File: config.mk
export PLATFORM = sky130hd
export DESIGN_NAME = eth_mac
export DESIGN_NICKNAME = d
export VERILOG_FILES = /design/src/hdl/eth_mac_pkg.sv /design/src/hdl/fifo_if.sv /design/src/hdl/crc32.sv /design/src/hdl/eth_mac.sv /design/src/hdl/frame_rx.sv /design/src/hdl/frame_tx.sv /design/src/hdl/payload_fifo.sv
export SDC_FILE = /design/constraint.sdc
export NUM_CORES = 1
export LEC_CHECK = 0
export ABC_CLOCK_PERIOD_IN_PS = 9400
export BUFFER_PORTS_ARGS = -buffer_cell sky130_fd_sc_hd__buf_2
export CAP_MARGIN = 10
export CORE_UTILIZATION = 50
export CTS_BUF_LIST = sky130_fd_sc_hd__clkbuf_8
export DETAILED_ROUTE_END_ITERATION = 8
export GPL_TIMING_DRIVEN = 0
export PLACE_DENSITY = 0.71
export SYNTH_ARGS = -nofsm -noshare
export SYNTH_HDL_FRONTEND = slang
export SYNTH_SLANG_ARGS = --single-unit
File: constraint.sdc
create_clock -name clk -period 9.4 [get_ports clk]
set_clock_uncertainty 0.1 [all_clocks]
set_input_delay 0.47 -clock clk [delete_from_list [all_inputs] [get_ports clk]]
set_output_delay 0.47 -clock clk [all_outputs]
set_load 0.03 [all_outputs]
File: src/hdl/eth_mac_pkg.sv
`default_nettype none

package eth_mac_pkg;

  typedef logic [7:0]  byte_t;
  typedef logic [47:0] mac_addr_t;
  typedef logic [15:0] ethertype_t;
  typedef logic [15:0] frame_len_t;
  typedef logic [31:0] crc_t;

  // payload buffer, depth must stay a power of two
  localparam int FIFO_DEPTH = 64;
  localparam int FIFO_AW    = $clog2(FIFO_DEPTH);

  localparam int    PREAMBLE_LEN  = 7;
  localparam byte_t PREAMBLE_BYTE = 8'h55;
  localparam byte_t SFD_BYTE      = 8'hD5;
  localparam int    HDR_LEN       = 14;
  localparam int    MIN_PAYLOAD   = 46;
  localparam int    FCS_LEN       = 4;

  // reflected polynomial, register kept uncomplemented
  localparam crc_t      CRC_POLY       = 32'hEDB8_8320;
  localparam crc_t      CRC_RESIDUE    = 32'hDEBB_20E3;
  localparam mac_addr_t BROADCAST_ADDR = '1;

  typedef enum logic [3:0] {
    idle_s,
    pre_s,
    sfd_s,
    dst_s,
    src_s,
    type_s,
    payload_s,
    pad_s,
    fcs_s
  } tx_state_t;

  typedef enum logic [1:0] {
    hunt_s,
    hdr_s,
    body_s,
    drop_s
  } rx_state_t;

endpackage

`default_nettype wire

File: src/hdl/fifo_if.sv
`timescale 1ns/10ps
`default_nettype none

interface fifo_if
  import eth_mac_pkg::*;
();

  logic  w_v;
  byte_t w_d;
  logic  full;
  logic  r_v;
  byte_t r_q;
  logic  empty;

  modport writer (output w_v, w_d, input full);

  modport buffer (input w_v, w_d, r_v, output full, empty, r_q);

  // r_q is the head byte, r_v pops it
  modport reader (output r_v, input r_q, empty);

endinterface

`default_nettype wire

File: src/hdl/crc32.sv
`timescale 1ns/10ps
`default_nettype none

module crc32
  import eth_mac_pkg::*;
(
  input  wire        clk,
  input  wire        fsm_rst,
  input  wire        clr,
  input  wire        en,
  input  wire byte_t d,
  output crc_t       crc,
  output logic       ok
);

  crc_t crc_nxt;

  // one byte, lsb first
  function automatic crc_t crc_byte(input crc_t c, input byte_t b);
    crc_t r;
    r = c ^ {24'h00_0000, b};
    for (int i = 0; i < 8; i++) begin
      r = r[0] ? ((r >> 1) ^ CRC_POLY) : (r >> 1);
    end
    return r;
  endfunction

  assign crc_nxt = crc_byte(crc, d);

  always_ff @(posedge clk) begin
    if (fsm_rst || clr) begin
      crc <= '1;
    end else if (en) begin
      crc <= crc_nxt;
    end
  end

  // residue after data plus complemented fcs
  assign ok = (crc == CRC_RESIDUE);

endmodule

`default_nettype wire

File: src/hdl/eth_mac.sv
`timescale 1ns/10ps
`default_nettype none

module eth_mac
  import eth_mac_pkg::*;
(
  input  wire             clk,
  input  wire             fsm_rst,
  input  wire             wr_v,
  input  wire byte_t      wr_d,
  output logic            wr_full,
  input  wire             send,
  input  wire mac_addr_t  tx_dst,
  input  wire ethertype_t tx_type,
  output logic            rdy,
  input  wire mac_addr_t  own_addr,
  output logic            phy_tx_v,
  output byte_t           phy_tx_d,
  input  wire             phy_rx_v,
  input  wire byte_t      phy_rx_d,
  output logic            rx_v,
  output byte_t           rx_d,
  output logic            rx_sof,
  output logic            rx_eof,
  output logic            rx_err,
  output mac_addr_t       rx_dst,
  output mac_addr_t       rx_src,
  output ethertype_t      rx_type,
  output frame_len_t      rx_len
);

  fifo_if fifo_bus ();

  // host write side
  assign fifo_bus.w_v = wr_v;
  assign fifo_bus.w_d = wr_d;
  assign wr_full      = fifo_bus.full;

  payload_fifo payload_fifo_i (
    .clk     (clk),
    .fsm_rst (fsm_rst),
    .fifo    (fifo_bus.buffer)
  );

  frame_tx frame_tx_i (
    .clk      (clk),
    .fsm_rst  (fsm_rst),
    .fifo     (fifo_bus.reader),
    .send     (send),
    .dst      (tx_dst),
    .etype    (tx_type),
    .own_addr (own_addr),
    .rdy      (rdy),
    .phy_v    (phy_tx_v),
    .phy_d    (phy_tx_d)
  );

  frame_rx frame_rx_i (
    .clk      (clk),
    .fsm_rst  (fsm_rst),
    .own_addr (own_addr),
    .phy_v    (phy_rx_v),
    .phy_d    (phy_rx_d),
    .v        (rx_v),
    .d        (rx_d),
    .sof      (rx_sof),
    .eof      (rx_eof),
    .err      (rx_err),
    .dst      (rx_dst),
    .src      (rx_src),
    .etype    (rx_type),
    .len      (rx_len)
  );

endmodule

`default_nettype wire

File: src/hdl/frame_rx.sv
`timescale 1ns/10ps
`default_nettype none

module frame_rx
  import eth_mac_pkg::*;
(
  input  wire            clk,
  input  wire            fsm_rst,
  input  wire mac_addr_t own_addr,
  input  wire            phy_v,
  input  wire byte_t     phy_d,
  output logic           v,
  output byte_t          d,
  output logic           sof,
  output logic           eof,
  output logic           err,
  output mac_addr_t      dst,
  output mac_addr_t      src,
  output ethertype_t     etype,
  output frame_len_t     len
);

  rx_state_t                state;
  logic                     pre_seen;
  logic [3:0]               hdr_cnt;
  logic [2:0]               fill;
  logic                     started;
  logic [8*(HDR_LEN-1)-1:0] hdr_sh;
  // fcs window plus the byte held back for eof
  byte_t [FCS_LEN:0]        dly;
  mac_addr_t                hdr_dst;
  // set by a sof pulse on the output, cleared by eof
  logic                     in_frame;

  logic crc_clr;
  logic crc_en;
  logic crc_ok;
  logic hdr_last;
  logic accept;
  logic body_byte;
  logic push_out;
  logic end_now;
  logic eof_now;

  crc32 crc_i (
    .clk     (clk),
    .fsm_rst (fsm_rst),
    .clr     (crc_clr),
    .en      (crc_en),
    .d       (phy_d),
    .crc     (),
    .ok      (crc_ok)
  );

  assign crc_clr = (state == hunt_s);
  assign crc_en  = phy_v && ((state == hdr_s) || (state == body_s));

  assign hdr_dst   = hdr_sh[8*(HDR_LEN-1)-1 -: 48];
  assign hdr_last  = (state == hdr_s) && phy_v && (hdr_cnt == 4'(HDR_LEN - 1));
  assign accept    = (hdr_dst == own_addr) || (hdr_dst == BROADCAST_ADDR);
  assign body_byte = (state == body_s) && phy_v;
  assign push_out  = body_byte && (fill == 3'(FCS_LEN + 1));
  assign end_now   = (state == body_s) && !phy_v;
  assign eof_now   = end_now && started && (fill == 3'(FCS_LEN + 1));

  always_ff @(posedge clk) begin
    if (fsm_rst) begin
      state    <= hunt_s;
      pre_seen <= 1'b0;
      hdr_cnt  <= '0;
      fill     <= '0;
      started  <= 1'b0;
      in_frame <= 1'b0;
      v        <= 1'b0;
      sof      <= 1'b0;
      eof      <= 1'b0;
      err      <= 1'b0;
    end else begin
      v   <= push_out || eof_now;
      sof <= push_out && !started;
      eof <= eof_now;
      err <= eof_now && !crc_ok;
      if (sof) begin
        in_frame <= 1'b1;
      end
      if (eof) begin
        in_frame <= 1'b0;
      end
      case (state)
        hunt_s: begin
          pre_seen <= phy_v && (phy_d == PREAMBLE_BYTE);
          hdr_cnt  <= '0;
          if (phy_v && (phy_d == SFD_BYTE) && pre_seen) begin
            state <= hdr_s;
          end
        end
        hdr_s: begin
          if (!phy_v) begin
            // runt
            state <= hunt_s;
          end else begin
            hdr_cnt <= hdr_cnt + 4'd1;
            if (hdr_last) begin
              fill    <= '0;
              started <= 1'b0;
              state   <= accept ? body_s : drop_s;
            end
          end
        end
        body_s: begin
          if (push_out) begin
            started <= 1'b1;
          end
          if (body_byte && (fill != 3'(FCS_LEN + 1))) begin
            fill <= fill + 3'd1;
          end
          if (end_now) begin
            state <= hunt_s;
          end
        end
        drop_s: begin
          if (!phy_v) begin
            state <= hunt_s;
          end
        end
        default: state <= hunt_s;
      endcase
    end
  end

  always_ff @(posedge clk) begin
    if ((state == hdr_s) && phy_v) begin
      hdr_sh <= {hdr_sh[8*(HDR_LEN-2)-1:0], phy_d};
    end
    if (hdr_last && accept) begin
      dst   <= hdr_dst;
      src   <= hdr_sh[8*(HDR_LEN-7)-1 -: 48];
      etype <= {hdr_sh[7:0], phy_d};
    end
    if (body_byte) begin
      dly <= {dly[FCS_LEN-1:0], phy_d};
    end
    if (push_out || eof_now) begin
      d   <= dly[FCS_LEN];
      len <= started ? (len + 16'd1) : 16'd1;
    end
  end

  a_eof_after_sof: assert property (
    @(posedge clk) disable iff (fsm_rst)
    eof |-> in_frame
  );

endmodule

`default_nettype wire

File: src/hdl/frame_tx.sv
`timescale 1ns/10ps
`default_nettype none

module frame_tx
  import eth_mac_pkg::*;
(
  input  wire             clk,
  input  wire             fsm_rst,
  fifo_if.reader          fifo,
  input  wire             send,
  input  wire mac_addr_t  dst,
  input  wire ethertype_t etype,
  input  wire mac_addr_t  own_addr,
  output logic            rdy,
  output logic            phy_v,
  output byte_t           phy_d
);

  tx_state_t  state;
  logic [2:0] byte_cnt;
  frame_len_t len;
  mac_addr_t  dst_sh;
  mac_addr_t  src_sh;
  ethertype_t type_sh;

  // first stage, one slot per wire byte
  logic       v_s1;
  byte_t      d_s1;
  logic       crc_s1;
  logic       fcs_s1;
  logic [1:0] fcs_idx_s1;

  crc_t       crc_val;
  crc_t       fcs_val;
  logic       crc_clr;

  assign fifo.r_v = (state == payload_s) && !fifo.empty;
  assign crc_clr  = (state == idle_s);
  assign fcs_val  = ~crc_val;

  crc32 crc_i (
    .clk     (clk),
    .fsm_rst (fsm_rst),
    .clr     (crc_clr),
    .en      (crc_s1),
    .d       (d_s1),
    .crc     (crc_val),
    .ok      ()
  );

  always_ff @(posedge clk) begin
    if (fsm_rst) begin
      state    <= idle_s;
      byte_cnt <= '0;
      len      <= '0;
      rdy      <= 1'b1;
      v_s1     <= 1'b0;
      crc_s1   <= 1'b0;
      fcs_s1   <= 1'b0;
      phy_v    <= 1'b0;
    end else begin
      phy_v  <= v_s1;
      v_s1   <= 1'b0;
      crc_s1 <= 1'b0;
      fcs_s1 <= 1'b0;
      case (state)
        idle_s: begin
          // one quiet cycle on the wire before ready
          if (!rdy) begin
            rdy <= !v_s1 && !phy_v;
          end else if (send) begin
            rdy      <= 1'b0;
            byte_cnt <= '0;
            state    <= pre_s;
          end
        end
        pre_s: begin
          v_s1     <= 1'b1;
          byte_cnt <= byte_cnt + 3'd1;
          if (byte_cnt == 3'(PREAMBLE_LEN - 1)) begin
            state <= sfd_s;
          end
        end
        sfd_s: begin
          v_s1     <= 1'b1;
          byte_cnt <= '0;
          state    <= dst_s;
        end
        dst_s: begin
          v_s1     <= 1'b1;
          crc_s1   <= 1'b1;
          byte_cnt <= byte_cnt + 3'd1;
          if (byte_cnt == 3'd5) begin
            byte_cnt <= '0;
            state    <= src_s;
          end
        end
        src_s: begin
          v_s1     <= 1'b1;
          crc_s1   <= 1'b1;
          byte_cnt <= byte_cnt + 3'd1;
          if (byte_cnt == 3'd5) begin
            byte_cnt <= '0;
            state    <= type_s;
          end
        end
        type_s: begin
          v_s1     <= 1'b1;
          crc_s1   <= 1'b1;
          byte_cnt <= byte_cnt + 3'd1;
          if (byte_cnt == 3'd1) begin
            len   <= '0;
            state <= payload_s;
          end
        end
        payload_s: begin
          v_s1 <= 1'b1;
          if (!fifo.empty) begin
            crc_s1 <= 1'b1;
            len    <= len + 16'd1;
          end else if (len < frame_len_t'(MIN_PAYLOAD)) begin
            // first pad byte
            crc_s1   <= 1'b1;
            len      <= len + 16'd1;
            byte_cnt <= '0;
            state    <= (len == frame_len_t'(MIN_PAYLOAD - 1)) ? fcs_s : pad_s;
          end else begin
            // long frame, fcs byte 0 fills this slot
            fcs_s1   <= 1'b1;
            byte_cnt <= 3'd1;
            state    <= fcs_s;
          end
        end
        pad_s: begin
          v_s1   <= 1'b1;
          crc_s1 <= 1'b1;
          len    <= len + 16'd1;
          if (len == frame_len_t'(MIN_PAYLOAD - 1)) begin
            byte_cnt <= '0;
            state    <= fcs_s;
          end
        end
        fcs_s: begin
          v_s1     <= 1'b1;
          fcs_s1   <= 1'b1;
          byte_cnt <= byte_cnt + 3'd1;
          if (byte_cnt == 3'(FCS_LEN - 1)) begin
            state <= idle_s;
          end
        end
        default: state <= idle_s;
      endcase
    end
  end

  always_ff @(posedge clk) begin
    case (state)
      idle_s: begin
        if (rdy && send) begin
          dst_sh  <= dst;
          src_sh  <= own_addr;
          type_sh <= etype;
        end
      end
      pre_s: d_s1 <= PREAMBLE_BYTE;
      sfd_s: d_s1 <= SFD_BYTE;
      dst_s: begin
        d_s1   <= dst_sh[47:40];
        dst_sh <= dst_sh << 8;
      end
      src_s: begin
        d_s1   <= src_sh[47:40];
        src_sh <= src_sh << 8;
      end
      type_s: begin
        d_s1    <= type_sh[15:8];
        type_sh <= type_sh << 8;
      end
      payload_s: begin
        d_s1       <= fifo.empty ? 8'h00 : fifo.r_q;
        fcs_idx_s1 <= 2'd0;
      end
      pad_s: d_s1 <= 8'h00;
      fcs_s: fcs_idx_s1 <= byte_cnt[1:0];
      default: d_s1 <= d_s1;
    endcase
    // crc holds its final value by the time fcs slots reach the output
    phy_d <= fcs_s1 ? fcs_val[8 * fcs_idx_s1 +: 8] : d_s1;
  end

  a_payload_no_gap: assert property (
    @(posedge clk) disable iff (fsm_rst)
    (state == payload_s) |=> phy_v
  );

endmodule

`default_nettype wire

File: src/hdl/payload_fifo.sv
`timescale 1ns/10ps
`default_nettype none

module payload_fifo
  import eth_mac_pkg::*;
(
  input  wire    clk,
  input  wire    fsm_rst,
  fifo_if.buffer fifo
);

  byte_t              mem [FIFO_DEPTH];
  logic [FIFO_AW-1:0] wr_ptr;
  logic [FIFO_AW-1:0] rd_ptr;
  logic [FIFO_AW:0]   count;
  logic               push;
  logic               pop;

  // writes while full are dropped
  assign push = fifo.w_v && !fifo.full;
  assign pop  = fifo.r_v && !fifo.empty;

  assign fifo.full  = (count == (FIFO_AW + 1)'(FIFO_DEPTH));
  assign fifo.empty = (count == '0);
  assign fifo.r_q   = mem[rd_ptr];

  always_ff @(posedge clk) begin
    if (fsm_rst) begin
      wr_ptr <= '0;
      rd_ptr <= '0;
      count  <= '0;
    end else begin
      if (push) begin
        wr_ptr <= wr_ptr + 1'b1;
      end
      if (pop) begin
        rd_ptr <= rd_ptr + 1'b1;
      end
      case ({push, pop})
        2'b10: count <= count + 1'b1;
        2'b01: count <= count - 1'b1;
        default: count <= count;
      endcase
    end
  end

  always_ff @(posedge clk) begin
    if (push) begin
      mem[wr_ptr] <= fifo.w_d;
    end
  end

  // reader must not pop an empty buffer
  a_no_pop_empty: assert property (
    @(posedge clk) disable iff (fsm_rst)
    fifo.r_v |-> !fifo.empty
  );

  // a write into a full buffer leaves it untouched
  a_no_push_full: assert property (
    @(posedge clk) disable iff (fsm_rst)
    (fifo.w_v && fifo.full && !fifo.r_v) |=> (fifo.full && $stable(wr_ptr))
  );

endmodule

`default_nettype wire

==> out/qor.csv <==
metric;value;unit
cts.reportedPaths.clkPinSlew;0.06;ns
fin_crit;4.25;ns
grt_overflow;0;
yosys.area.top_type;edfxtp_1;
r2r-end;frame_tx_i.d_s1[3]$_DFFE_PP_;
initial_core_util;50.8;%
path_cells;buf_2 > clkbuf_1 > buf_1 > clkbuf_1 > mux4_2 > o211ai_1 > nand4_1;
root_buffer;clkbuf_8;
synth_edf_count;914;
post-route-drc-count;0;
drive_gt1_share;23.7;%
vias;24900;
end_kind;flop;
antenna_found_initial;2;
slew_violations;0;
cts_tree;done;
io_pins;284;
ys_async_sr_fraction;0;%
required;9.83;ns
yosys_register_bits;1054;
synth_warnings;0;
power.density;210;nW/µm²
numPortBuffers;282;
wl_per_cell;24.2;µm
rr_worst_depth;7;
place_congestion;0.904;
placed_cell_area;44900;µm²
max_stage_delay;0.86;ns
hold_class;input port to flop;
worst-path-max-fanout;10;
cts_buffer_depth;3;
clock-sinks;1054;
reg2reg_slack;5.15;ns
netlist.area_leader.share;65.5;%
synth_nets;2691;
peakVddDrop;0.000135;V
grt_usage;24.6;%
finalCritPeriodShare;45.3;%
crit_path_end;frame_tx_i.d_s1[3]$_DFFE_PP_;
ys_top_cells_by_area;edfxtp_1 65%, mux4_2 8.3%, dfxtp_1 6.7%;
area_growth;17.7;%
drtIter0Drc;2474;
drv_cap;0;
slew_headroom;13.9;%
status;finished clean;
vias_per_cell;5.75;
die_h;292;µm
cts.htree.levels;4;
num_rows;105;
hpwlAfterDp;68900;µm
synthFlopType;edfxtp_1;
antenna_left;0;
num-nets-final;3273;
rsz0062_at_grt;false;
place_inst;3901;
routed_wirelength;105000;µm
synth.avg_cell_area;16.5;µm²
die_w;292;µm
synth_cell_types;77;
instances_no_fill;4326;
core_area;82500;µm²
synthCells;2539;
clk_latency;0.83;ns
cp_slowest_cell;buf_1;
fin_tns_setup;0;ns
p_leak;16.8;nW
worst_pin_slew;1.29;ns
cp-start-kind;flop;
die_area;85000;µm²
grt_max_degree;68;
grt_pass1_wl;155000;µm
first_global_vias;25200;
hold_viol;0;
worstSetupPathType;flop to flop;
max_freq;235;MHz
cp_common_cell;clkbuf_1;
cp_data_arrival_time;4.68;ns
synth_seq_area_share;72.2;%
fin_area;49300;µm²
syn_area;41900;µm²
drt-pass1-iter-count;6;
setup_violations;0;
cts_made_buffers;165;
-- how the worst min path moves through the flow --
stage	startpoint	endpoint	slack, ns	cells after the start
after floorplan	frame_rx_i.dly[32]$_DFFE_PP_	frame_rx_i.d[0]$_DFFE_PP_	0.30	0
after global placement	frame_rx_i.dly[25]$_DFFE_PP_	frame_rx_i.dly[33]$_DFFE_PP_	0.30	0
after detailed placement	frame_rx_i.dly[36]$_DFFE_PP_	frame_rx_i.d[4]$_DFFE_PP_	0.30	0
after CTS	wr_v	payload_fifo_i.wr_ptr[0]$_SDFFE_PP0P_	0.06	5
after global routing	wr_d[1]	payload_fifo_i.mem[21][1]$_DFFE_PP_	0.13	1
final	wr_v	payload_fifo_i.wr_ptr[0]$_SDFFE_PP0P_	0.11	5
-- metrics by stage --
step                      util, %  hold slack (ns)  total power, mW  worst slack, ns
after global placement       54.1            0.302             6.60           -0.269
after floorplan                 -            0.300             6.28             2.27
final                        59.8            0.112             10.3             5.15
after detailed placement     54.4            0.305             6.64             5.34
after global routing         59.8            0.126             10.7             5.12
after CTS                    59.8           0.0589             10.4             5.31
-- cell families after synthesis --
logic type                 Yosys count  synth area share, %
and+or+nand+nor                    645                 7.25
xor gates and xnor gates           224                 4.77
muxes                              234                 10.3
adders and majority gates           19                0.567
DFF                               1054                 72.2
AOI/OAI and AO/OA                  220                 3.50
buffers and inverters              143                 1.42
-- synth_stat cells, drive strengths merged, types with 4 or more instances --
cell    count
buf        41
xor2       60
a211oi      6
or3        11
inv        24
edfxtp    914
nand3b      5
nand4      36
nand3      24
mux4      154
nand2     261
ha         19
a31oi      10
or2         4
xnor2     163
mux2i      29
nand4b      7
nor3       15
a22oi       9
o21bai      4
and2       31
o211ai     42
a311oi      4
a21o        7
nand2b     13
a21oi      55
and3       12
and4        5
o22ai      10
mux2       51
clkbuf     76
nor4       13
o21ai      36
nor2      157
nor4b       5
nor2b      31
dfxtp     140
-- area by class of cell --
| type | count | area, µm² |
|---|---|---|
| Timing Repair Buffer | 415 | 2870 |
| Inverter | 26 | 103 |
| Clock inverter | 128 | 806 |
| Antenna cell | 2 | 5.00 |
| Buffer | 117 | 497 |
| Tap cell | 1070 | 1340 |
| Fill cell | 5933 | 33200 |
| Sequential cell | 1054 | 30200 |
| Multi-Input combinational cell | 1342 | 11100 |
| Clock buffer | 172 | 2370 |
-- sequential cells by signal, indices dropped and copies added (netlist names), 7 cells and up, named ones only --
signal and count:
payload_fifo_i.mem 512, frame_rx_i.hdr_sh 104, frame_rx_i.dst 48, frame_rx_i.src 48, frame_tx_i.dst_sh 48, frame_tx_i.src_sh 48
frame_rx_i.dly 40, frame_rx_i.crc_i.crc 32, frame_tx_i.crc_i.crc 32, frame_rx_i.etype 16, frame_rx_i.len 16, frame_tx_i.len 16
frame_tx_i.type_sh 16, frame_rx_i.d 8, frame_tx_i.d_s1 8, frame_tx_i.phy_d 8, payload_fifo_i.count 7
-- worst max-delay path: cells and delay by family (launching register included) --
family / cells / cell delay, ns
buffers and inverters: 4 / 2.43
AOI/OAI and AO/OA: 1 / 0.51
muxes: 1 / 0.45
DFF: 1 / 0.30
and+or+nand+nor: 1 / 0.16
-- layer usage --
layer	wire [µm]	global-route usage (%)	up-vias
met4	3140	8.95	2
met3	9710	6.92	208
met1	40000	31.0	12500
li1	-	-	10900
met5	13	0	-
met2	51700	40.6	1243
-- layout by cell type, fill, tap and decap left out, types with 51 or more instances in the layout --
master and instances:
edfxtp_1 914, clkbuf_1 76, dfxtp_1 140, mux4_2 154, clkbuf_8 172, nand2_1 260, a21oi_1 54, dlygate4sd3_1 122
mux2_2 51, xnor2_1 161, nor2_1 156, inv_1 75, xor2_1 59, buf_2 304
-- report_power, final --
part	switching (mW)	internal, mW
Clock	1.80	1.93
Sequential	0.0915	5.36
Combinational	0.721	0.441
-- repair_timing --
| item | in CTS | in global routing |
|---|---|---|
| hold buffers | 122 | 0 |
| gates resized for setup | 0 | 0 |
| endpoints found under the hold margin | 139 | 0 |
| setup buffers | 0 | 0 |
Note: power is estimated with default switching activity, not from simulation.
